`config.mk`:
```
export PLATFORM = sky130hd
export DESIGN_NAME = line_splitter
export DESIGN_NICKNAME = d
export VERILOG_FILES = /design/src/rtl/fetch_pkg.sv /design/src/rtl/line_splitter.sv
export SDC_FILE = /design/constraint.sdc
export NUM_CORES = 1
export LEC_CHECK = 0
export ABC_AREA = 1
export BUFFER_PORTS_ARGS = -buffer_cell sky130_fd_sc_hd__buf_2
export CAP_MARGIN = 20
export CORE_AREA = 2 2 221 223
export DETAILED_ROUTE_END_ITERATION = 8
export DIE_AREA = 0 0 223 225
export GPL_TIMING_DRIVEN = 0
export PLACE_DENSITY = 0.54
export SETUP_SLACK_MARGIN = 0.02
export SYNTH_ARGS = -nofsm -noshare
export SYNTH_HDL_FRONTEND = slang
export SYNTH_SLANG_ARGS = --single-unit
```
`constraint.sdc`:
```
create_clock -name clk -period 29.9 [get_ports clk]
set_clock_uncertainty 0.1 [all_clocks]
set_input_delay 8.97 -clock clk [delete_from_list [all_inputs] [get_ports clk]]
set_output_delay 8.97 -clock clk [all_outputs]
set_load 0.005 [all_outputs]
```
`src/rtl/fetch_pkg.sv`:
```
// shared widths, defaults and packed types for the fetch alignment and pre-decode frontend
package fetch_pkg;

    localparam int FETCH_WIDTH    = 4;   // instruction slots per cycle
    localparam int LINE_HALFWORDS = 4;   // half-words in one fetch line
    localparam int FQ_DEPTH       = 16;  // fetch queue entries, power of two
    localparam int XLEN           = 64;  // address width

    typedef logic [XLEN-1:0] addr_t;

    typedef struct packed {
        addr_t                               pc;
        logic [LINE_HALFWORDS-1:0][15:0]     data;
        logic [$clog2(LINE_HALFWORDS+1)-1:0] size;        // half-words used
        logic                                pred_taken;
        logic [6:0]                          pred_tgt;    // target bits 7:1
    } line_t;

    typedef struct packed {
        logic [6:0] funct7;
        logic [4:0] rs2;
        logic [4:0] rs1;
        logic [2:0] funct3;
        logic [4:0] rd;
        logic [6:0] opcode;
    } full_fmt_t;

    typedef struct packed {
        logic [15:0] upper;    // zero for compressed slots
        logic [2:0]  funct3;
        logic        b12;
        logic [4:0]  rd_rs1;
        logic [4:0]  rs2;
        logic [1:0]  op;
    } comp_fmt_t;

    typedef union packed {
        full_fmt_t full;
        comp_fmt_t comp;
    } inst_word_u;

    typedef struct packed {
        logic       valid;
        addr_t      pc;
        inst_word_u ir;
        logic       wide;        // 32-bit encoding
        logic       last;        // ends the line
        logic       pred_taken;  // line prediction, set on the last slot only
        logic [6:0] pred_tgt;
    } slot_t;

    typedef struct packed {
        logic  branch;
        logic  jal;
        logic  jalr;
        logic  call;
        logic  ret;
        addr_t target;
    } pd_info_t;

    typedef struct packed {
        logic       valid;
        addr_t      pc;
        inst_word_u ir;
        logic       branch;
        logic       jal;
        logic       jalr;
        logic       call;
        logic       ret;
    } fet_bundle_t;

    // pat 2'b10 for a false taken prediction, 2'b01 for a wrong or missing target
    typedef struct packed {
        logic       valid;
        addr_t      pc;
        addr_t      npc;
        logic [1:0] pat;
    } redir_t;

endpackage

```
`src/rtl/line_splitter.sv`:
```
// line buffer that cuts the held fetch line into 16-bit and 32-bit instruction slots
module line_splitter #(
    parameter int fetch_width    = 4,
    parameter int line_halfwords = 4
) (
    input  logic                              clk,
    input  logic                              rst,
    input  logic                              flush,
    input  fetch_pkg::line_t                  line_in,
    input  logic                              line_valid,
    output logic                              line_ready,
    input  logic [$clog2(fetch_width+1)-1:0]  accept_num,
    input  logic                              consume_all,
    output fetch_pkg::slot_t [fetch_width-1:0] slots
);
    import fetch_pkg::*;

    localparam int pw = $clog2(line_halfwords + 2 * fetch_width + 1); // position width

    line_t                        cur_line;               // buffered line
    logic                         cur_valid;
    logic [pw-1:0]                cursor;                 // first unconsumed half-word
    logic [pw-1:0]                pos [fetch_width+1];    // start of each slot
    logic [fetch_width-1:0][15:0] lo_hw, hi_hw;
    logic [fetch_width-1:0]       wide;

    // positions past the line read as zero
    function automatic logic [15:0] half_at(input logic [line_halfwords-1:0][15:0] data,
                                            input logic [pw-1:0] p);
        half_at = 16'h0;
        if (p < pw'(line_halfwords)) half_at = data[p];
    endfunction

    always_comb begin
        pos[0] = cursor;
        for (int i = 0; i < fetch_width; i++) begin
            lo_hw[i]  = half_at(cur_line.data, pos[i]);
            hi_hw[i]  = half_at(cur_line.data, pos[i] + pw'(1));
            wide[i]   = &lo_hw[i][1:0];                       // 11 starts a 32-bit word
            pos[i+1]  = pos[i] + (wide[i] ? pw'(2) : pw'(1));
            slots[i].valid      = cur_valid && pos[i+1] <= pw'(cur_line.size);
            slots[i].pc         = cur_line.pc + addr_t'({pos[i], 1'b0});
            slots[i].ir         = wide[i] ? {hi_hw[i], lo_hw[i]} : {16'h0, lo_hw[i]};
            slots[i].wide       = wide[i];
            slots[i].last       = slots[i].valid && pos[i+1] == pw'(cur_line.size);
            slots[i].pred_taken = slots[i].last && cur_line.pred_taken;
            slots[i].pred_tgt   = slots[i].last ? cur_line.pred_tgt : 7'h0;
        end
    end

    assign line_ready = ~cur_valid;

    always_ff @(posedge clk) begin
        if (rst || flush) begin
            cur_valid <= 1'b0;
            cursor    <= '0;
        end else if (line_valid && line_ready) begin
            cur_valid <= 1'b1;
            cursor    <= '0;
        end else if (cur_valid) begin
            if (consume_all || pos[accept_num] >= pw'(cur_line.size)) begin
                cur_valid <= 1'b0;                             // line fully handed over
                cursor    <= '0;
            end else begin
                cursor <= pos[accept_num];                     // partial accept
            end
        end
    end

    always_ff @(posedge clk) begin
        if (line_valid && line_ready) cur_line <= line_in;
    end

endmodule

```
==> metrics.yaml <==
run_status:
  status: "finished, final reports clean"
timing:
  relSlewSlack_pct: 24.7
  final_max_slew_viol_count: 0
  min_period_ns: 21.32
  hold_viol: 0
  period_share_pct: 71.3
  rsz0062_at_grt: "false"
  hold_ws_ns: 0.518
  setup_tns_ns: 0
  setup_violations: 0
  fmax_ghz: 0.0469
  worst_slew_pin_slew_ns: 1.13
worst_hold_path:
  hold_path_class: "reg -> reg"
  holdPathStages: 2
power:
  irDropWorstVdd_uv: 48.6
  p_per_area_mw_per_mm2: 60.0
  total_power_uw: 1180
  p_leak_uw: 0.00888
clock_network:
  htreeDepth: 4
  cts-root-buf: "clkbuf_16"
  cts_setup_buffers: 0
  cts_tree: "done"
  numCtsBuffers: 17
  hold_buffers: 0
  cts_resized: 0
  clkSinkCount: 144
  clock_path_buffers: 2
  clock_latency_ns: 0.50
  clk_pin_slew_ns: 0.07
route:
  vias: 18600
  drt_wl_total_microns: 84900
  firstDrtPassIters: 6
  avgViaCountPerCell: 5.51
  drtAntennaViolNets: 0
  wl_per_cell_microns: 25.2
  dr.first_iter.drc_count: 2107
  drc_errors: 0
final_layout:
  syn2layout_area_growth_pct: 28.2
  fillers: 5062
  nNetsFinal: 2931
  drive_gt1_share_pct: 27.9
  postLayoutCellArea_sq_mm: 0.0196
placed_design:
  place_area_sq_mm: 0.0190
  hpwlAfterDp_microns: 71400
  port_buffers: 574
  gp_congestion: 1.03
logic_synthesis:
  ys.flop_type: "edfxtp_1"
  yosysSeqAreaShare_pct: 27.9
  yosysUniqueCellTypes: 49
  avgSynthCellArea_sq_um: 7.15
  syn-cell-area_sq_mm: 0.0153
  ys_warn_count: 0
  synth_edf_count: 139
  syn_nets: 2337
  synthCells: 2139
  async_flop_share_pct: 0
  ys_seq_elements: 144
floorplan:
  design.die.area_sq_mm: 0.0502
  start_util_pct: 32.2
  pin_count: 576
  rows: 80
  die_w_microns: 223
  core-area_sq_mm: 0.0475
  die_h_microns: 225
critical_path:
  r2r-end: "cursor[1]"
  endpoint: "slots[325]"
  worstSetupStartpointType: "flop"
  arrival_ns: 12.25
  worst-r2r-setup-slack_ns: 17.54
  rr_worst_depth: 43
  crit_start: "cursor[0]"
  crit_path_end_kind: "output pin"
  slowest_delay_ns: 0.81
  cp_max_fo: 11
  worstSetupPathType: "reg -> out"
  required_ns: 20.83
  r2r-start: "cursor[0]"
  cp_slowest_cell: "fa_1"
  crit_top_cell: "inv_1"
grt:
  first_global_vias: 17600
  grt_use_total_pct: 32.7
  gr-total-overflow: 0
  antenna_found_initial: 8
  grt_max_degree: 84
  grt_first_pass_wirelength_microns: 119000
run:
  drv_cap: 0
==> sequential cells by signal, indices dropped and copies added, names as in the netlist <==
| signal | count |
|---|---|
| cur_valid | 1 |
| cur_line | 139 |
| cursor | 4 |
==> worst max-delay path: cells and delay by family (launching register included) <==
family                     cells  cell delay, ns
buffers and inverters         16            3.74
adders and majority gates      9            3.62
and+or+nand+nor               13            2.40
AOI/OAI and AO/OA              7            1.25
DFF                            1            0.67
==> cell usage after synthesis (18+ instances only) <==
| cell | count | area [sq um] |
|---|---|---|
| xor2_1 | 230 | 2010 |
| nand4_1 | 50 | 313 |
| clkbuf_1 | 69 | 259 |
| inv_2 | 18 | 67.6 |
| nor2_2 | 27 | 169 |
| o21ai_0 | 250 | 1250 |
| ha_1 | 43 | 538 |
| nor4_1 | 20 | 125 |
| nor3_1 | 46 | 230 |
| buf_2 | 35 | 175 |
| nand3_1 | 62 | 310 |
| edfxtp_1 | 139 | 4170 |
| nor2_1 | 191 | 717 |
| inv_1 | 235 | 882 |
| a21oi_1 | 331 | 1660 |
| nand2_1 | 237 | 890 |
==> metal layers <==
metal,track usage [%],wire length (microns)
met5,0,0
met4,14.1,3480
met3,6.65,7210
met2,54.3,40000
met1,41.2,34300
==> final cells by class <==
type                    count  area [sq um]  share of cell area (%)
multi-input cells        1606          9450                    48.2
flip-flops and latches    144          4270                    21.8
repair buffers            575          2900                    14.8
inverters                 258           973                    4.96
well taps                 615           769                    3.92
plain buffers             131           602                    3.07
clock buffers              17           425                    2.17
clock inverters            15           194                   0.989
diodes                      7          17.5                  0.0893
==> layout by cell type (no fill, tap or decap), types with 18 or more instances in the layout <==
master | Yosys | routed
clkbuf_1 | 69 | 69
inv_2 | 18 | 18
nor2_1 | 191 | 191
ha_1 | 43 | 43
xor2_1 | 230 | 230
nand2_1 | 237 | 237
nor2_2 | 27 | 27
nor4_1 | 20 | 20
o21ai_0 | 250 | 250
a21oi_1 | 331 | 331
edfxtp_1 | 139 | 139
nor3_1 | 46 | 46
buf_2 | 35 | 609
inv_1 | 235 | 234
nand4_1 | 50 | 50
nand3_1 | 62 | 62
==> metrics by stage <==
step	setup WS, ns	instances	utilization [%]
finish	8.58	3368	41.2
global route	8.05	3368	41.2
global placement	9.53	3328	39.8
detailed placement	9.36	3329	39.9
floorplan	12.50	2139	-
CTS	8.80	3361	41.2
==> power breakdown <==
part | switching [uW] | internal [uW]
sequential | 17.5 | 236
combinational | 460 | 224
clock | 111 | 127
==> how the worst min path moves through the flow <==
stage / start / endpoint / slack, ns
global route: cur_valid / cursor[3] / 0.54
detailed placement: cur_valid / cursor[3] / 0.51
global placement: cur_valid / cursor[3] / 0.51
finish: cur_valid / cursor[3] / 0.52
CTS: cur_valid / cursor[3] / 0.52
floorplan: cur_valid / cursor[3] / 0.43
==> cells by family after synthesis <==
kind of cell,count (synthesis),share of synthesized area (%)
adder cells (fa/ha/maj),51,4.56
flip-flops,144,27.9
AO/OA/AOI/OAI,610,20.6
buffers and inverters,389,10.3
XOR/XNOR,248,14.3
AND/OR/NAND/NOR,697,22.3
No activity file was read; power rests on OpenSTA's default activity.
