==> config.mk <==
export PLATFORM = sky130hd
export DESIGN_NAME = redirect_ctrl
export DESIGN_NICKNAME = d
export VERILOG_FILES = /design/src/rtl/fetch_pkg.sv /design/src/rtl/redirect_ctrl.sv
export SDC_FILE = /design/constraint.sdc
export NUM_CORES = 1
export LEC_CHECK = 0
export ABC_AREA = 1
export BUFFER_PORTS_ARGS = -buffer_cell sky130_fd_sc_hd__buf_2
export CORE_AREA = 2 2 483 485
export DETAILED_ROUTE_END_ITERATION = 16
export DIE_AREA = 0 0 485 487
export PLACE_DENSITY = 0.3
export SETUP_SLACK_MARGIN = 0.15
export SLEW_MARGIN = 30
export SYNTH_ARGS = -nofsm -noshare
export SYNTH_HDL_FRONTEND = slang
export SYNTH_SLANG_ARGS = --single-unit
export TNS_END_PERCENT = 50
==> constraint.sdc <==
create_clock -name vclk -period 6.07
set_input_delay 0.9105 -clock vclk [all_inputs]
set_output_delay 0.9105 -clock vclk [all_outputs]
set_load 0.1 [all_outputs]
==> src/rtl/fetch_pkg.sv <==
// shared widths, defaults and packed types for the fetch alignment and pre-decode frontend
package fetch_pkg;

    localparam int FETCH_WIDTH    = 4;   // instruction slots per cycle
    localparam int LINE_HALFWORDS = 4;   // half-words in one fetch line
    localparam int FQ_DEPTH       = 16;  // fetch queue entries, power of two
    localparam int XLEN           = 64;  // address width

    typedef logic [XLEN-1:0] addr_t;

    typedef struct packed {
        addr_t                               pc;
        logic [LINE_HALFWORDS-1:0][15:0]     data;
        logic [$clog2(LINE_HALFWORDS+1)-1:0] size;        // half-words used
        logic                                pred_taken;
        logic [6:0]                          pred_tgt;    // target bits 7:1
    } line_t;

    typedef struct packed {
        logic [6:0] funct7;
        logic [4:0] rs2;
        logic [4:0] rs1;
        logic [2:0] funct3;
        logic [4:0] rd;
        logic [6:0] opcode;
    } full_fmt_t;

    typedef struct packed {
        logic [15:0] upper;    // zero for compressed slots
        logic [2:0]  funct3;
        logic        b12;
        logic [4:0]  rd_rs1;
        logic [4:0]  rs2;
        logic [1:0]  op;
    } comp_fmt_t;

    typedef union packed {
        full_fmt_t full;
        comp_fmt_t comp;
    } inst_word_u;

    typedef struct packed {
        logic       valid;
        addr_t      pc;
        inst_word_u ir;
        logic       wide;        // 32-bit encoding
        logic       last;        // ends the line
        logic       pred_taken;  // line prediction, set on the last slot only
        logic [6:0] pred_tgt;
    } slot_t;

    typedef struct packed {
        logic  branch;
        logic  jal;
        logic  jalr;
        logic  call;
        logic  ret;
        addr_t target;
    } pd_info_t;

    typedef struct packed {
        logic       valid;
        addr_t      pc;
        inst_word_u ir;
        logic       branch;
        logic       jal;
        logic       jalr;
        logic       call;
        logic       ret;
    } fet_bundle_t;

    // pat 2'b10 for a false taken prediction, 2'b01 for a wrong or missing target
    typedef struct packed {
        logic       valid;
        addr_t      pc;
        addr_t      npc;
        logic [1:0] pat;
    } redir_t;

endpackage

==> src/rtl/redirect_ctrl.sv <==
// accepts slots into the fetch queue in order and raises a redirect on a wrong line prediction
module redirect_ctrl #(
    parameter int fetch_width = 4,
    parameter int fq_depth    = 16
) (
    input  fetch_pkg::slot_t      [fetch_width-1:0] slots,
    input  fetch_pkg::pd_info_t   [fetch_width-1:0] pd,
    input  logic [$clog2(fq_depth+1)-1:0]           fq_free,
    output logic [$clog2(fetch_width+1)-1:0]        accept_num,
    output logic                                    consume_all,
    output fetch_pkg::fet_bundle_t [fetch_width-1:0] enq,
    output fetch_pkg::redir_t                       redir
);
    import fetch_pkg::*;

    localparam int cw = $clog2(fq_depth + 1);

    logic                   done;   // no more slots this cycle
    logic [fetch_width-1:0] flow;   // branch, jal or jalr
    logic [fetch_width-1:0] false_taken, bad_target;

    always_comb begin
        accept_num = '0;
        done       = 1'b0;
        redir      = '0;
        for (int i = 0; i < fetch_width; i++) begin
            flow[i]        = pd[i].branch || pd[i].jal || pd[i].jalr;
            false_taken[i] = slots[i].pred_taken && !flow[i];
            bad_target[i]  = (pd[i].jal && !slots[i].pred_taken)
                          || ((pd[i].jal || (pd[i].branch && slots[i].pred_taken))
                              && pd[i].target[7:1] != slots[i].pred_tgt);
            enq[i].valid  = 1'b0;
            enq[i].pc     = slots[i].pc;
            enq[i].ir     = slots[i].ir;
            enq[i].branch = pd[i].branch;
            enq[i].jal    = pd[i].jal;
            enq[i].jalr   = pd[i].jalr;
            enq[i].call   = pd[i].call;
            enq[i].ret    = pd[i].ret;
            if (!done && slots[i].valid && cw'(accept_num) < fq_free) begin
                accept_num   = accept_num + 1'b1;
                enq[i].valid = 1'b1;               // redirecting slot is still enqueued
                if (slots[i].last && (false_taken[i] || bad_target[i])) begin
                    redir.valid = 1'b1;
                    redir.pat   = false_taken[i] ? 2'b10 : 2'b01;
                    redir.pc    = slots[i].pc + (slots[i].wide ? addr_t'(2) : addr_t'(0));
                    redir.npc   = pd[i].target;    // fall-through when not a flow change
                    done        = 1'b1;
                end
            end else begin
                done = 1'b1;                       // queue full or end of valid prefix
            end
        end
        consume_all = redir.valid;
    end

endmodule

==> results of run 1 <==
## cell usage in the layout (no fill, tap or decap), types with 35 or more instances in the layout
| master | synthesis | routed |
|---|---|---|
| a22oi_1 | 70 | 70 |
| buf_12 | 0 | 145 |
| buf_2 | 29 | 846 |
| buf_4 | 406 | 83 |
| diode_2 | 0 | 35 |
| inv_1 | 323 | 322 |
| nand2_1 | 1410 | 1334 |
| nand2_2 | 3 | 77 |
| nand3_1 | 195 | 195 |
| nand4_1 | 92 | 92 |
| nor2_1 | 368 | 366 |
| nor3_1 | 98 | 98 |
| o21ai_0 | 35 | 35 |
| xnor2_1 | 57 | 57 |
| xor2_1 | 140 | 140 |
## through the flow
stage	power (W)	worst slack (ns)	std cells	area, um^2
after floorplan	0.002140	0.03222	3415	16970
after global placement	0.002867	0.1465	7038	25080
after detailed placement	0.002857	0.1776	7041	25110
after CTS	0.002865	0.1515	7041	25110
after global routing	0.002941	0.1307	7063	25370
final	0.002817	0.4313	7084	25420
## per-layer routing
metal,global-route usage,share of wire
met3,0.03533,0.069
met5,0,0.0020
met1,0.1977,0.41
met4,0.03465,0.026
met2,0.2950,0.49
## report_power, final
part / switching, W / internal (W)
Sequential: 0 / 0
Clock: 0 / 0.000000000571
Combinational: 0.00219 / 0.000632
Total: 0.00219 / 0.000632
## layout make-up
cell class | count | area share
Multi-Input combinational cell | 2593 | 0.4844
Antenna cell | 35 | 0.003445
Timing Repair Buffer | 1084 | 0.3134
Inverter | 329 | 0.04897
Tap cell | 3043 | 0.1498
## cell families (layout without fill, tap and decap cells)
logic type | after synthesis | in the layout | share of synthesized area
fa+ha+maj | 12 | 12 | 0.008940
other cells | 0 | 35 | 0
compound gates | 155 | 155 | 0.06139
simple gates | 2229 | 2229 | 0.5467
buf+inv | 822 | 1413 | 0.2802
xor+xnor | 197 | 197 | 0.1027
## worst min path at each step
stage,endpoint,slack (ns),depth (start not counted)
after floorplan,enq[0],2.03,1
after global placement,enq[109],1.82,0
after detailed placement,enq[109],1.82,0
after CTS,enq[109],1.82,0
after global routing,enq[226],1.82,0
final,enq[226],1.82,0
## critical path: cells and delay by family
kind,cells,cell delay [ns]
xor+xnor,1,0.13
simple gates,17,1.96
compound gates,1,0.11
buf+inv,8,1.08
fa+ha+maj,2,0.47
## repair_timing
action | 4_1_cts | 5_1_grt
resized for setup | 0 | 18
setup buffers | 0 | 4
hold endpoints to repair | 0 | 0
endpoints found under the setup margin | 0 | 124
==> impl_metrics.toml, run 1 <==
[outcome]
run_status = "finished, final reports clean"

[finish]
fillers = 27560
area_growth_pct = 51.37
fin_util = 0.1099
drive_gt1_frac = 0.3028
multi_input_area_um2 = 12320
seq_cell_count = 0
nets = 4729
nClkBuffers = 0
register_area_um2 = 0

[synthesis]
synth_common_cells = "nand2_1, buf_4, nor2_1"
yosysMostFrequentCell = "nand2_1"
ys_types = 43
synth.area.top_cells = "nand2_1, buf_4, nor2_1"
synthesis.area_um2 = 16790
syn_area_per_cell_um2 = 4.918
syn_nets = 4136
yosysWarnings = 0
netlist_instances = 3415
yosysSeqAreaShare = 0
synth_top_cell_by_area = "nand2_1"
netlist.area_leader.share = 0.3151

[critical_path]
critPathSlowestCell = "ha_1"
critPathMaxStageDelay_ns = 0.25
worst-setup-path-type = "primary input to output pin"
arrival_ns = 4.73
cp.required_ns = 5.16
crit_path_max_fanout = 16
startpoint_type = "primary input"
worstSetupEndpointType = "output pin"
cp-endpoint = "redir[26]"
cp-startpoint = "fq_free[4]"
cp_common_cell = "nand2_1"

[routing]
wirelength_um = 204300
vias_per_cell = 3.545
routed-via-count = 25110
ant_nets = 0
drt_iter0_drc = 1948
drc = 0
drt_pre_antenna_iters = 8
post_drt_wl_per_cell_um = 28.85

[sta]
rsz0062_at_grt = "yes"
finalSetupTns_ns = 0
hold_viol = 0
max_slew_margin = 0.3932
setup_violations = 0
finalMaxSlewViolations = 0
fmax_mhz = 177.3
period_share = 0.9290
period_needed_ns = 5.639
whs_ns = 1.821
worst_pin_slew_ns = 0.9019

[die]
die_h_um = 487
core_um2 = 231400
die_width_um = 485
initial_utilization = 0.07257
fp.dieArea_um2 = 236200
pin_count = 1252
std_cell_rows = 177

[hold_path]
min_path_type = "primary input to output pin"
min_from = "slots[241]"

[placed_design]
gp_congestion = 0.9152
dp_hpwl_um = 184900
port-buffer-count = 980

[grt]
grt_pass1_vias = 24520
grt_pass1_wl_um = 255500
grt_use_total = 0.1639
antenna_found_initial = 113
overflow = 0
grt_max_degree = 74

[power]
irDropWorstVdd_mv = 0.08373
power_density_nw_per_um2 = 110.8
p_leak_nw = 11.80

[cts]
hold_buffers = 0

[job]
drv_cap = 0
Power figures use the tool's default switching activity.
==> inputs of run 2 (changes only) <==
- CELL_PAD_IN_SITES_DETAIL_PLACEMENT: unset -> 1
- CELL_PAD_IN_SITES_GLOBAL_PLACEMENT: unset -> 1
- CORE_AREA: 2 2 483 485 -> 2 2 486 488
- DIE_AREA: 0 0 485 487 -> 0 0 488 490
- PLACE_DENSITY: 0.3 -> 0.34
- SETUP_SLACK_MARGIN: 0.15 -> 0.5
==> impl_metrics.toml, run 2 (same netlist as run 1, synthesis figures left out) <==
[die]
die_width_um = 488
fp.dieArea_um2 = 239100
die_h_um = 490
initial_utilization = 0.07175
pin_count = 1252
std_cell_rows = 178
core_um2 = 234100

[sta]
setup_violations = 0
period_needed_ns = 5.393
fin_ws_ns = 0.6775
worst_pin_slew_ns = 0.9449
finalSetupTns_ns = 0
hold_viol = 0
max_slew_margin = 0.3701
fmax_mhz = 185.4
finalMaxSlewViolations = 0
period_share = 0.8884
rsz0062_at_grt = "yes"

[critical_path]
arrival_ns = 4.48
worst-setup-path-type = "primary input to output pin"
worstSetupEndpointType = "output pin"
crit_path_max_fanout = 52
cp.required_ns = 5.16
startpoint_type = "primary input"

[finish]
drive_gt1_frac = 0.3115
final_cell_mix = "nand2_1, buf_2, nor2_1"
seq_cell_count = 0
final_common_cell = "nand2_1"
nets = 4775
register_area_um2 = 0
area_growth_pct = 55.42
nClkBuffers = 0

[routing]
wirelength_um = 210300
vias_per_cell = 3.445
drt_iter0_drc = 1427
routed-via-count = 24920
ant_nets = 0
drt_pre_antenna_iters = 6
drc = 0
post_drt_wl_per_cell_um = 29.07

[hold_path]
min_path_type = "primary input to output pin"
min_from = "slots[122]"
hold_depth = 0
hold-path-endpoint = "enq[112]"

[placed_design]
dp_hpwl_um = 190100
port-buffer-count = 980
gp_congestion = 0.8728
place_ws_ns = 0.2174

[grt]
grt_pass1_vias = 26150
grt_pass1_wl_um = 266800
antenna_found_initial = 89
overflow = 0
grt_use_total = 0.1683
grt_max_degree = 86

[power]
power_density_nw_per_um2 = 110.1
p_leak_nw = 12.08
irDropWorstVdd_mv = 0.06327

[job]
drv_cap = 0

[cts]
hold_buffers = 0

[outcome]
run_status = "finished, final reports clean"
==> run 2: per-stage QoR <==
step | hold slack, ns | cells | instance area, um^2 | util | power (W)
after floorplan | 2.033 | 3415 | 17020 | - | 0.002144
after global placement | 1.822 | 7183 | 25670 | 0.1097 | 0.002920
after detailed placement | 1.822 | 7183 | 25670 | 0.1097 | 0.002913
after CTS | 1.822 | 7193 | 25860 | 0.1105 | 0.002928
after global routing | 1.821 | 7212 | 26050 | 0.1113 | 0.003002
final | 1.821 | 7234 | 26100 | 0.1115 | 0.002875
==> run 2: where the power goes <==
part / total (W) / internal (W) / leakage, nW / switching [W]
clock: 0.000000000554 / 0.000000000554 / 0.000203 / 0
sequential: 0 / 0 / 0 / 0
combinational: 0.00287 / 0.000662 / 12.1 / 0.00221
total: 0.00287 / 0.000662 / 12.1 / 0.00221
==> run 2: critical path: stages <==
cell and delay, ns:
buf_2 0.12, nor2_4 0.14, inv_2 0.07, nor2_4 0.12
nand2_2 0.10, o21ai_4 0.20, buf_4 0.15, ha_4 0.19
inv_1 0.07, nand2_1 0.05, nand3_1 0.09, o211ai_2 0.10
nor2_4 0.13, buf_4 0.16, nand4_2 0.23, inv_4 0.17
buf_12 0.22, nand2_1 0.19, nand2_1 0.13, nand2_1 0.06
nand2_1 0.13, buf_12 0.13, nand2_1 0.05, nand2_1 0.23
buf_12 0.22
==> run 2: metal layers <==
metal	GRT usage	vias to the layer above	wire, um
li1	-	11600	-
met1	0.1966	12090	84980
met2	0.3167	983	108000
met3	0.02759	214	11380
met4	0.03527	40	5636
met5	0	-	273
==> run 2: how the worst max path moves through the flow <==
stage | from | to | slack, ns | depth (start not counted)
floorplan | fq_free[4] | redir[88] | 0.30 | 26
global placement | fq_free[4] | redir[39] | 0.18 | 29
detailed placement | fq_free[4] | redir[44] | 0.22 | 29
CTS | pd[6] | redir[79] | 0.45 | 32
global route | fq_free[4] | redir[16] | 0.43 | 25
finish | fq_free[4] | redir[16] | 0.68 | 25
==> run 2: cell type report <==
cell class                 instances  area [um^2]
antenna                           32        80.08
fill                           29160       208000
inverter                         329         1245
multi-input combinational       2593        12420
tap                             3150         3941
timing repair buffer            1130         8413
==> run 2: repair_timing <==
item | in CTS | in global routing
gates cloned | 2 | 0
endpoints found under the setup margin | 125 | 134
resized for setup | 10 | 19
buffers inserted | 8 | 9
pin swaps | 4 | 8
