$ cat src/rtl/fetch_pkg.sv
// shared widths, defaults and packed types for the fetch alignment and pre-decode frontend
package fetch_pkg;

    localparam int FETCH_WIDTH    = 4;   // instruction slots per cycle
    localparam int LINE_HALFWORDS = 4;   // half-words in one fetch line
    localparam int FQ_DEPTH       = 16;  // fetch queue entries, power of two
    localparam int XLEN           = 64;  // address width

    typedef logic [XLEN-1:0] addr_t;

    typedef struct packed {
        addr_t                               pc;
        logic [LINE_HALFWORDS-1:0][15:0]     data;
        logic [$clog2(LINE_HALFWORDS+1)-1:0] size;        // half-words used
        logic                                pred_taken;
        logic [6:0]                          pred_tgt;    // target bits 7:1
    } line_t;

    typedef struct packed {
        logic [6:0] funct7;
        logic [4:0] rs2;
        logic [4:0] rs1;
        logic [2:0] funct3;
        logic [4:0] rd;
        logic [6:0] opcode;
    } full_fmt_t;

    typedef struct packed {
        logic [15:0] upper;    // zero for compressed slots
        logic [2:0]  funct3;
        logic        b12;
        logic [4:0]  rd_rs1;
        logic [4:0]  rs2;
        logic [1:0]  op;
    } comp_fmt_t;

    typedef union packed {
        full_fmt_t full;
        comp_fmt_t comp;
    } inst_word_u;

    typedef struct packed {
        logic       valid;
        addr_t      pc;
        inst_word_u ir;
        logic       wide;        // 32-bit encoding
        logic       last;        // ends the line
        logic       pred_taken;  // line prediction, set on the last slot only
        logic [6:0] pred_tgt;
    } slot_t;

    typedef struct packed {
        logic  branch;
        logic  jal;
        logic  jalr;
        logic  call;
        logic  ret;
        addr_t target;
    } pd_info_t;

    typedef struct packed {
        logic       valid;
        addr_t      pc;
        inst_word_u ir;
        logic       branch;
        logic       jal;
        logic       jalr;
        logic       call;
        logic       ret;
    } fet_bundle_t;

    // pat 2'b10 for a false taken prediction, 2'b01 for a wrong or missing target
    typedef struct packed {
        logic       valid;
        addr_t      pc;
        addr_t      npc;
        logic [1:0] pat;
    } redir_t;

endpackage

$ cat src/rtl/predecoder.sv
// pre-decode of each instruction slot into control-flow classes and a jump target
module predecoder #(
    parameter int fetch_width = 4
) (
    input  fetch_pkg::slot_t    [fetch_width-1:0] slots,
    output fetch_pkg::pd_info_t [fetch_width-1:0] pd
);
    import fetch_pkg::*;

    localparam logic [6:0] op_branch = 7'b1100011;
    localparam logic [6:0] op_jalr   = 7'b1100111;
    localparam logic [6:0] op_jal    = 7'b1101111;

    function automatic logic is_link(input logic [4:0] r);
        is_link = r == 5'd1 || r == 5'd5;                      // ra or t0
    endfunction

    always_comb begin
        for (int i = 0; i < fetch_width; i++) begin
            // 32-bit formats, compressed words never match these opcodes
            pd[i].branch = slots[i].ir.full.opcode == op_branch;
            pd[i].jalr   = slots[i].ir.full.opcode == op_jalr;
            pd[i].jal    = slots[i].ir.full.opcode == op_jal;
            pd[i].call   = (pd[i].jal || pd[i].jalr) && is_link(slots[i].ir.full.rd);
            // same link register on both sides counts as call only
            pd[i].ret    = pd[i].jalr && is_link(slots[i].ir.full.rs1)
                        && slots[i].ir.full.rs1 != slots[i].ir.full.rd;
            pd[i].target = slots[i].pc + (slots[i].wide ? addr_t'(4) : addr_t'(2));

            if (pd[i].branch) begin
                pd[i].target = slots[i].pc + {{52{slots[i].ir[31]}}, slots[i].ir[7],
                    slots[i].ir[30:25], slots[i].ir[11:8], 1'b0};
            end
            if (pd[i].jal) begin
                pd[i].target = slots[i].pc + {{44{slots[i].ir[31]}}, slots[i].ir[19:12],
                    slots[i].ir[20], slots[i].ir[30:21], 1'b0};
            end

            // C.J
            if (slots[i].ir.comp.op == 2'b01 && slots[i].ir.comp.funct3 == 3'b101) begin
                pd[i].jal    = 1'b1;
                pd[i].target = slots[i].pc + {{53{slots[i].ir[12]}}, slots[i].ir[8],
                    slots[i].ir[10:9], slots[i].ir[6], slots[i].ir[7], slots[i].ir[2],
                    slots[i].ir[11], slots[i].ir[5:3], 1'b0};
            end
            // C.BEQZ and C.BNEZ
            if (slots[i].ir.comp.op == 2'b01 && slots[i].ir.comp.funct3[2:1] == 2'b11) begin
                pd[i].branch = 1'b1;
                pd[i].target = slots[i].pc + {{56{slots[i].ir[12]}}, slots[i].ir[6:5],
                    slots[i].ir[2], slots[i].ir[11:10], slots[i].ir[4:3], 1'b0};
            end
            // C.JR and C.JALR, target left at fall-through
            if (slots[i].ir.comp.op == 2'b10 && slots[i].ir.comp.funct3 == 3'b100
                && slots[i].ir.comp.rs2 == 5'd0) begin
                pd[i].jalr = 1'b1;
                if (slots[i].ir.comp.b12) pd[i].call = 1'b1;  // C.JALR links x1
                pd[i].ret  = (slots[i].ir.comp.rd_rs1 == 5'd1 && !slots[i].ir.comp.b12)
                          || slots[i].ir.comp.rd_rs1 == 5'd5;
            end
        end
    end

endmodule

$ cat config.mk
export PLATFORM = sky130hd
export DESIGN_NAME = predecoder
export DESIGN_NICKNAME = d
export VERILOG_FILES = /design/src/rtl/fetch_pkg.sv /design/src/rtl/predecoder.sv
export SDC_FILE = /design/constraint.sdc
export NUM_CORES = 1
export LEC_CHECK = 0
export BUFFER_PORTS_ARGS = -buffer_cell sky130_fd_sc_hd__buf_2
export CELL_PAD_IN_SITES_DETAIL_PLACEMENT = 0
export CELL_PAD_IN_SITES_GLOBAL_PLACEMENT = 2
export CORE_ASPECT_RATIO = 0.5
export CORE_MARGIN = 2
export CORE_UTILIZATION = 23
export DETAILED_ROUTE_END_ITERATION = 6
export MAX_ROUTING_LAYER = met4
export PLACE_DENSITY = 0.76
export SYNTH_ARGS = -nofsm -noshare
export SYNTH_HDL_FRONTEND = slang
export SYNTH_SLANG_ARGS = --single-unit
$ cat constraint.sdc
create_clock -name vclk -period 7.3
set_clock_uncertainty 0.05 [all_clocks]
set_input_delay 0.73 -clock vclk [all_inputs]
set_output_delay 0.73 -clock vclk [all_outputs]
set_load 0.01 [all_outputs]
==> results of run 1 <==
synthesized netlist by cell type, drive strengths merged (8+ instances only):
master,number
a22o,14
ha,248
xnor2,149
a41oi,13
nand2,231
a221oi,12
a211oi,13
clkbuf,87
and4,9
o41ai,8
o21ai,204
nand3,54
a21o,194
o21a,32
and2,26
and3,33
o211ai,11
xor2,97
o21bai,43
buf,19
nor3,36
or2,8
a22oi,9
inv,69
a21oi,284
a21boi,13
nand2b,28
a31oi,37
nor2,184
a2111oi,10
or3,11
nor4b,8
o22ai,10
nand4,56
nor2b,39
o31ai,17
cells in the final DEF (no fill, tap or decap), drive strengths merged, types with 12 or more instances in the layout:
cell type / n
a211oi: 13
a21boi: 13
a21o: 194
a21oi: 284
a221oi: 12
a22o: 14
a31oi: 37
a41oi: 13
and2: 26
and3: 33
buf: 666
diode: 19
ha: 248
inv: 69
nand2: 231
nand2b: 28
nand3: 54
nand4: 56
nor2: 184
nor2b: 39
nor3: 36
o21a: 32
o21ai: 204
o21bai: 43
o31ai: 17
xnor2: 149
xor2: 97
critical path, cell delays in order:
cell and delay, ns:
sky130_fd_sc_hd__buf_2 0.13, sky130_fd_sc_hd__nand2_1 0.06, sky130_fd_sc_hd__nor2_1 0.17, sky130_fd_sc_hd__nand2_1 0.23, sky130_fd_sc_hd__nand2_1 0.26, sky130_fd_sc_hd__inv_1 0.17
sky130_fd_sc_hd__a31oi_1 0.19, sky130_fd_sc_hd__nor2_1 0.05, sky130_fd_sc_hd__a311oi_1 0.39, sky130_fd_sc_hd__ha_1 0.24, sky130_fd_sc_hd__inv_1 0.06, sky130_fd_sc_hd__fa_1 0.43
sky130_fd_sc_hd__nor2b_2 0.14, sky130_fd_sc_hd__o211ai_1 0.13, sky130_fd_sc_hd__a31oi_2 0.35, sky130_fd_sc_hd__a21oi_1 0.19, sky130_fd_sc_hd__o21ai_2 0.24, sky130_fd_sc_hd__a31oi_1 0.21
sky130_fd_sc_hd__o31ai_2 0.45, sky130_fd_sc_hd__a31o_2 0.30, sky130_fd_sc_hd__nand3_1 0.11, sky130_fd_sc_hd__o21ai_0 0.22, sky130_fd_sc_hd__xor2_1 0.27, sky130_fd_sc_hd__buf_2 0.19
power groups by stage:
| stage | logic, mW | registers (mW) | clock network, mW |
|---|---|---|---|
| floorplan | 0.830 | 0 | 0 |
| global placement | 1.39 | 0 | 0 |
| detailed placement | 1.38 | 0 | 0 |
| CTS | 1.39 | 0 | 0 |
| global route | 1.51 | 0 | 0.000000324 |
| finish | 1.38 | 0 | 0.000000346 |
final timing paths:
kind                       start       to  slack [ns]  depth (start not counted)
worst max-delay path  slots[224]  pd[193]        0.59                         24
worst min-delay path  slots[149]   pd[69]        1.41                          0
cell families (layout without fill, tap and decap cells):
kind of cell / count (synthesis) / after routing
fa+ha+maj: 252 / 252
other cells: 0 / 19
buf+inv: 175 / 735
mux: 4 / 4
simple gates: 743 / 743
xor+xnor: 246 / 246
compound gates: 983 / 983
final cells by class:
type	count	area [um2]	share of cell area [%]
Timing Repair Buffer	666	3360	16.5
Inverter	69	259	1.27
Antenna cell	19	47.5	0.234
Multi-Input combinational cell	2228	15500	76.2
Tap cell	945	1180	5.81
per-stage QoR:
| stage | power, mW | hold WS [ns] | worst slack (ns) | cells | instance area [um2] |
|---|---|---|---|---|---|
| 6_report | 1.38 | 1.41 | 0.590 | 3927 | 20300 |
| 2_1_floorplan | 0.830 | 1.50 | 0.796 | 2403 | 16200 |
| 5_1_grt | 1.51 | 1.41 | 0.181 | 3926 | 20300 |
| 3_5_place_dp | 1.38 | 1.41 | 0.638 | 3908 | 20300 |
| 3_3_place_gp | 1.39 | 1.41 | 0.680 | 3908 | 20300 |
| 4_1_cts | 1.39 | 1.41 | 0.620 | 3908 | 20300 |
layer usage:
metal | global-route usage [%] | wire [um] | vias to the layer above | part of all wire, %
li1 | - | - | 10149 | -
met1 | 22.9 | 31300 | 9428 | 43
met2 | 33.9 | 37200 | 387 | 51
met3 | 0.860 | 1900 | 116 | 2.6
met4 | 6.94 | 2810 | 0 | 3.8
met5 | - | 0 | - | 0
==> results_tabular.tex, run 1 <==
\begin{tabular}{lr}
\hline
Metric & Value \\
\hline
\multicolumn{2}{l}{\textbf{Synth}} \\
\quad Share of synthesized cell area in and, or, nand and nor gates & 22.2\% \\
\quad Combinational family with the most area after synthesis & compound AO/OA/AOI/OAI gates \\
\quad Post-synth cell types & 87 \\
\quad Synth Area in XOR/XNOR & 13.3\% \\
\quad Fraction of the yosys area taken by sequential cells & 0\% \\
\quad Post-Synth Adder-Cell Area & 19.7\% \\
\quad Number of warnings printed during yosys synthesis & 0 \\
\quad Yosys top cell area share & 19.2\% \\
\quad Fraction of the mapped netlist area in compound gates & 40.2\% \\
\quad Proportion of synthesized area in mux cells & 0.247\% \\
\quad Per-instance average area after synthesis & 6.74 um2 \\
\quad Cells taking the most area after synthesis & sky130\_fd\_sc\_hd\_\_ha\_1 (19\%), sky130\_fd\_sc\_hd\_\_a21o\_1 (9.0\%), sky130\_fd\_sc\_hd\_\_a21oi\_1 (8.5\%), sky130\_fd\_sc\_hd\_\_xnor2\_1 (8.1\%), sky130\_fd\_sc\_hd\_\_nand2\_1 (5.3\%) \\
\quad Cell taking the most area after synthesis & sky130\_fd\_sc\_hd\_\_ha\_1 \\
\quad Cells after synthesis & 2403 \\
\quad Cell Area, Synth & 16200 um2 \\
\quad Net count of the mapped netlist & 3083 \\
\multicolumn{2}{l}{\textbf{Critical path}} \\
\quad Max Fanout on Critical Path & 9 \\
\quad Req. time, crit path & 6.52 ns \\
\quad Crit Path Class & in2out \\
\quad Data arrival time at the worst-slack endpoint & 5.93 ns \\
\quad Kind of start point of the critical path & primary input \\
\quad Worst setup EP type & primary output \\
\multicolumn{2}{l}{\textbf{Finish}} \\
\quad Proportion of layout cells with a drive suffix above 1 & 24.7\% \\
\quad Number of flip-flops and latches & 0 \\
\quad Combined flip-flop and latch cell area & 0 um2 \\
\quad Area added between synthesis and finish & 25.7\% \\
\quad Filler instances & 7978 \\
\quad Final core area utilization & 29.4\% \\
\quad Final-stage net count & 3645 \\
\quad Number of clock-tree buffers in the layout & 0 \\
\multicolumn{2}{l}{\textbf{Status}} \\
\quad Run status & finished clean \\
\multicolumn{2}{l}{\textbf{Placement}} \\
\quad Port Buffers & 656 \\
\quad Half-perimeter wire length of the detailed placement result & 64600 um \\
\quad Weighted congestion reported at the end of routability-driven placement & 0.923 \\
\multicolumn{2}{l}{\textbf{CTS}} \\
\quad Post-CTS Hold Buffers & 0 \\
\quad Post\_cts resized & 0 \\
\quad Buffer count from post-CTS setup fixing & 0 \\
\multicolumn{2}{l}{\textbf{Timing}} \\
\quad Final critical-path required period & 6.71 ns \\
\quad RSZ-0062 raised after global routing & false \\
\quad Final worst path period share & 91.9\% \\
\quad Worst slew pin tran & 0.822 ns \\
\quad Number of hold violations in the final report & 0 \\
\quad Peak clock frequency supported by timing & 149 MHz \\
\quad Max transition margin & 44.5\% \\
\quad Setup TNS & 0 ns \\
\quad Count of final setup violators & 0 \\
\quad Number of pins with negative max-slew slack in the final report & 0 \\
\multicolumn{2}{l}{\textbf{Drt}} \\
\quad Count of vias placed by the detailed router & 20080 \\
\quad Number of DRC violations after detailed routing & 0 \\
\quad Total length of routed wires & 73200 um \\
\quad Avg Vias per Cell & 5.11 \\
\quad Violation count after the first detailed-route iteration & 1034 \\
\quad Number of nets with antenna violations after routing & 0 \\
\quad Pre-antenna DRT Iters & 5 \\
\quad Average routed wire per standard cell & 18.6 um \\
\multicolumn{2}{l}{\textbf{Pwr}} \\
\quad Fraction of power spent switching nets & 60.0\% \\
\quad Worst voltage drop across the vdd grid & 0.0235 mV \\
\quad Internal power summed over all cells & 552 uW \\
\quad P\_sw & 830 uW \\
\quad Power density over cell area & 67.9 nW/um2 \\
\quad Leak & 10.9 nW \\
\quad Combinational fraction of design power & 100.0\% \\
\quad Part of the total power dissipated in sequential elements & 0\% \\
\quad Clock network power share & 0\% \\
\multicolumn{2}{l}{\textbf{Global route}} \\
\quad Overflow left after global routing & 0 \\
\quad Number of antenna violations at the first check in global routing & 25 \\
\quad GR Util All Layers & 19.1\% \\
\quad Number of global-route vias before repair & 19273 \\
\quad Wire length of the first global-routing pass & 108000 um \\
\quad Pin count of the biggest net entering global routing & 26 \\
\multicolumn{2}{l}{\textbf{Die}} \\
\quad Die Wd & 379 um \\
\quad Die span in y & 192 um \\
\quad Row cnt & 68 \\
\quad Core area & 69300 um2 \\
\quad I/O pin total & 704 \\
\quad Die Footprint & 72600 um2 \\
\quad Initial Util & 23.4\% \\
\multicolumn{2}{l}{\textbf{Min path}} \\
\quad Class of the most critical hold timing path & in2out \\
\multicolumn{2}{l}{\textbf{Run}} \\
\quad Max Cap Violations & 0 \\
\hline
\end{tabular}
Power figures use the tool's default switching activity.
==> run 2: changes to the inputs <==
--- a/config.mk
+++ b/config.mk
@@ -8,12 +8,11 @@
 export BUFFER_PORTS_ARGS = -buffer_cell sky130_fd_sc_hd__buf_2
 export CELL_PAD_IN_SITES_DETAIL_PLACEMENT = 0
 export CELL_PAD_IN_SITES_GLOBAL_PLACEMENT = 2
-export CORE_ASPECT_RATIO = 0.5
-export CORE_MARGIN = 2
-export CORE_UTILIZATION = 23
+export CORE_AREA = 2 2 277 279
 export DETAILED_ROUTE_END_ITERATION = 6
+export DIE_AREA = 0 0 279 281
 export MAX_ROUTING_LAYER = met4
-export PLACE_DENSITY = 0.76
+export PLACE_DENSITY = 0.71
 export SYNTH_ARGS = -nofsm -noshare
 export SYNTH_HDL_FRONTEND = slang
 export SYNTH_SLANG_ARGS = --single-unit
==> results_tabular.tex, run 2 (synthesized netlist as in run 1, its figures left out) <==
\begin{tabular}{lr}
\hline
Metric & Value \\
\hline
\multicolumn{2}{l}{\textbf{Critical path}} \\
\quad Kind of start point of the critical path & primary input (unchanged) \\
\quad Max Fanout on Critical Path & 15 (was 9) \\
\quad Data arrival time at the worst-slack endpoint & 5.81 ns (was 5.93 ns) \\
\quad Crit Path Class & in2out (unchanged) \\
\quad Req. time, crit path & 6.52 ns (about the same) \\
\quad Worst setup EP type & primary output (unchanged) \\
\multicolumn{2}{l}{\textbf{Global route}} \\
\quad Wire length of the first global-routing pass & 118000 um (was 108000 um) \\
\quad GR Util All Layers & 19.4\% (was 19.1\%) \\
\quad Pin count of the biggest net entering global routing & 32 (was 26) \\
\quad Overflow left after global routing & 0 (unchanged) \\
\quad Number of global-route vias before repair & 19899 (was 19273) \\
\quad Number of antenna violations at the first check in global routing & 21 (was 25) \\
\multicolumn{2}{l}{\textbf{Timing}} \\
\quad Worst slew pin tran & 0.824 ns (was 0.822 ns) \\
\quad Final worst path period share & 90.3\% (was 91.9\%) \\
\quad Max transition margin & 45.0\% (was 44.5\%) \\
\quad Final critical-path required period & 6.59 ns (was 6.71 ns) \\
\quad Number of pins with negative max-slew slack in the final report & 0 (unchanged) \\
\quad WHS & 1.41 ns (about the same) \\
\quad RSZ-0062 raised after global routing & false (unchanged) \\
\quad Number of hold violations in the final report & 0 (unchanged) \\
\quad Count of final setup violators & 0 (unchanged) \\
\quad Setup TNS & 0 ns (unchanged) \\
\quad Peak clock frequency supported by timing & 152 MHz (was 149 MHz) \\
\quad Crit path setup slack, layout & 0.710 ns (was 0.590 ns) \\
\multicolumn{2}{l}{\textbf{Die}} \\
\quad I/O pin total & 704 (unchanged) \\
\quad Row cnt & 101 (was 68) \\
\quad Die span in y & 281 um (was 192 um) \\
\quad Initial Util & 21.5\% (was 23.4\%) \\
\quad Core area & 75400 um2 (was 69300 um2) \\
\quad Die Wd & 279 um (was 379 um) \\
\quad Die Footprint & 78400 um2 (was 72600 um2) \\
\multicolumn{2}{l}{\textbf{Placement}} \\
\quad Half-perimeter wire length of the detailed placement result & 70500 um (was 64600 um) \\
\quad Weighted congestion reported at the end of routability-driven placement & 0.907 (was 0.923) \\
\quad Port Buffers & 656 (unchanged) \\
\quad Worst setup timing slack at the placement stage & 0.649 ns (was 0.638 ns) \\
\multicolumn{2}{l}{\textbf{Min path}} \\
\quad Endpoint of the worst hold path & pd[0] (was pd[69]) \\
\quad Hold-critical path depth & 0 (unchanged) \\
\quad Start point of the worst min-delay path & slots[42] (was slots[149]) \\
\quad Class of the most critical hold timing path & in2out (unchanged) \\
\multicolumn{2}{l}{\textbf{Finish}} \\
\quad Proportion of layout cells with a drive suffix above 1 & 24.9\% (was 24.7\%) \\
\quad Combined area of the multi-input logic cells & 15500 um2 (unchanged) \\
\quad Most frequent cells in the layout & sky130\_fd\_sc\_hd\_\_buf\_2 (656), sky130\_fd\_sc\_hd\_\_a21oi\_1 (274), sky130\_fd\_sc\_hd\_\_ha\_1 (248) (unchanged) \\
\quad Area added between synthesis and finish & 26.2\% (was 25.7\%) \\
\quad Most common library cell in the layout ignoring fill and taps & sky130\_fd\_sc\_hd\_\_buf\_2 (unchanged) \\
\quad Filler instances & 8705 (was 7978) \\
\quad Number of flip-flops and latches & 0 (unchanged) \\
\quad Combined flip-flop and latch cell area & 0 um2 (unchanged) \\
\quad Number of clock-tree buffers in the layout & 0 (unchanged) \\
\quad Final-stage net count & 3652 (was 3645) \\
\multicolumn{2}{l}{\textbf{Pwr}} \\
\quad Total power after layout & 1.39 mW (was 1.38 mW) \\
\quad Leak & 10.9 nW (about the same) \\
\quad Power density over cell area & 68.1 nW/um2 (was 67.9 nW/um2) \\
\quad Worst voltage drop across the vdd grid & 0.0294 mV (was 0.0235 mV) \\
\multicolumn{2}{l}{\textbf{Drt}} \\
\quad Total length of routed wires & 79000 um (was 73200 um) \\
\quad Average routed wire per standard cell & 19.9 um (was 18.6 um) \\
\quad Avg Vias per Cell & 5.07 (was 5.11) \\
\quad Number of DRC violations after detailed routing & 0 (unchanged) \\
\quad Pre-antenna DRT Iters & 5 (unchanged) \\
\quad Number of nets with antenna violations after routing & 0 (unchanged) \\
\quad Count of vias placed by the detailed router & 20092 (was 20080) \\
\quad Violation count after the first detailed-route iteration & 1292 (was 1034) \\
\multicolumn{2}{l}{\textbf{Status}} \\
\quad Run status & finished clean (unchanged) \\
\multicolumn{2}{l}{\textbf{CTS}} \\
\quad Buffer count from post-CTS setup fixing & 0 (unchanged) \\
\quad Post\_cts resized & 0 (unchanged) \\
\quad Post-CTS Hold Buffers & 0 (unchanged) \\
\multicolumn{2}{l}{\textbf{Run}} \\
\quad Max Cap Violations & 0 (unchanged) \\
\hline
\end{tabular}
[run 2: stage by stage]
stage | util [%] | instance area [um2] | instances
floorplan | - | 16200 | 2403
global placement | 27.0 | 20400 | 3948
detailed placement | 27.0 | 20400 | 3948
CTS | 27.0 | 20400 | 3948
global route | 27.1 | 20400 | 3963
finish | 27.1 | 20400 | 3965
[run 2: how the worst max path moves through the flow]
stage                           from       to  depth (start not counted)
after floorplan           slots[239]  pd[199]                         19
after global placement    slots[239]  pd[199]                         24
after detailed placement  slots[239]  pd[199]                         24
after CTS                 slots[239]  pd[199]                         24
after global routing      slots[239]  pd[199]                         24
final                     slots[118]  pd[122]                         21
[run 2: critical path, cell delays in order]
cell and delay (ns):
sky130_fd_sc_hd__buf_2 0.10, sky130_fd_sc_hd__nor2b_1 0.20, sky130_fd_sc_hd__and4_1 0.31, sky130_fd_sc_hd__and3_1 0.53, sky130_fd_sc_hd__a22oi_1 0.16, sky130_fd_sc_hd__o21ai_0 0.12, sky130_fd_sc_hd__ha_1 0.24, sky130_fd_sc_hd__inv_1 0.07
sky130_fd_sc_hd__fa_1 0.43, sky130_fd_sc_hd__nand2b_1 0.19, sky130_fd_sc_hd__a21oi_1 0.23, sky130_fd_sc_hd__o21a_1 0.23, sky130_fd_sc_hd__o21bai_1 0.16, sky130_fd_sc_hd__a2111oi_2 0.60, sky130_fd_sc_hd__a21oi_2 0.21, sky130_fd_sc_hd__o21ai_2 0.26
sky130_fd_sc_hd__a21boi_0 0.20, sky130_fd_sc_hd__o21ai_1 0.25, sky130_fd_sc_hd__a21boi_0 0.17, sky130_fd_sc_hd__xnor2_1 0.23, sky130_fd_sc_hd__buf_2 0.17
[run 2: layout make-up]
type / instances / area share [%]
antenna: 17 / 0.208
multi-input combinational: 2228 / 75.8
timing repair buffer: 673 / 16.7
tap: 978 / 5.99
inverter: 69 / 1.27
[run 2: power by group]
| group | leakage (nW) | internal (mW) | switching (mW) | total [mW] |
|---|---|---|---|---|
| clock network | 0.000108 | 0.000000292 | 0 | 0.000000293 |
| logic | 10.9 | 0.554 | 0.839 | 1.39 |
| registers | 0 | 0 | 0 | 0 |
[run 2: per-layer routing]
layer	track usage [%]	part of all wire [%]	vias to the layer above
met5	-	0	-
met4	1.30	0.79	0
met3	2.49	4.7	36
met2	33.4	48	509
met1	25.2	46	9389
li1	-	-	10158
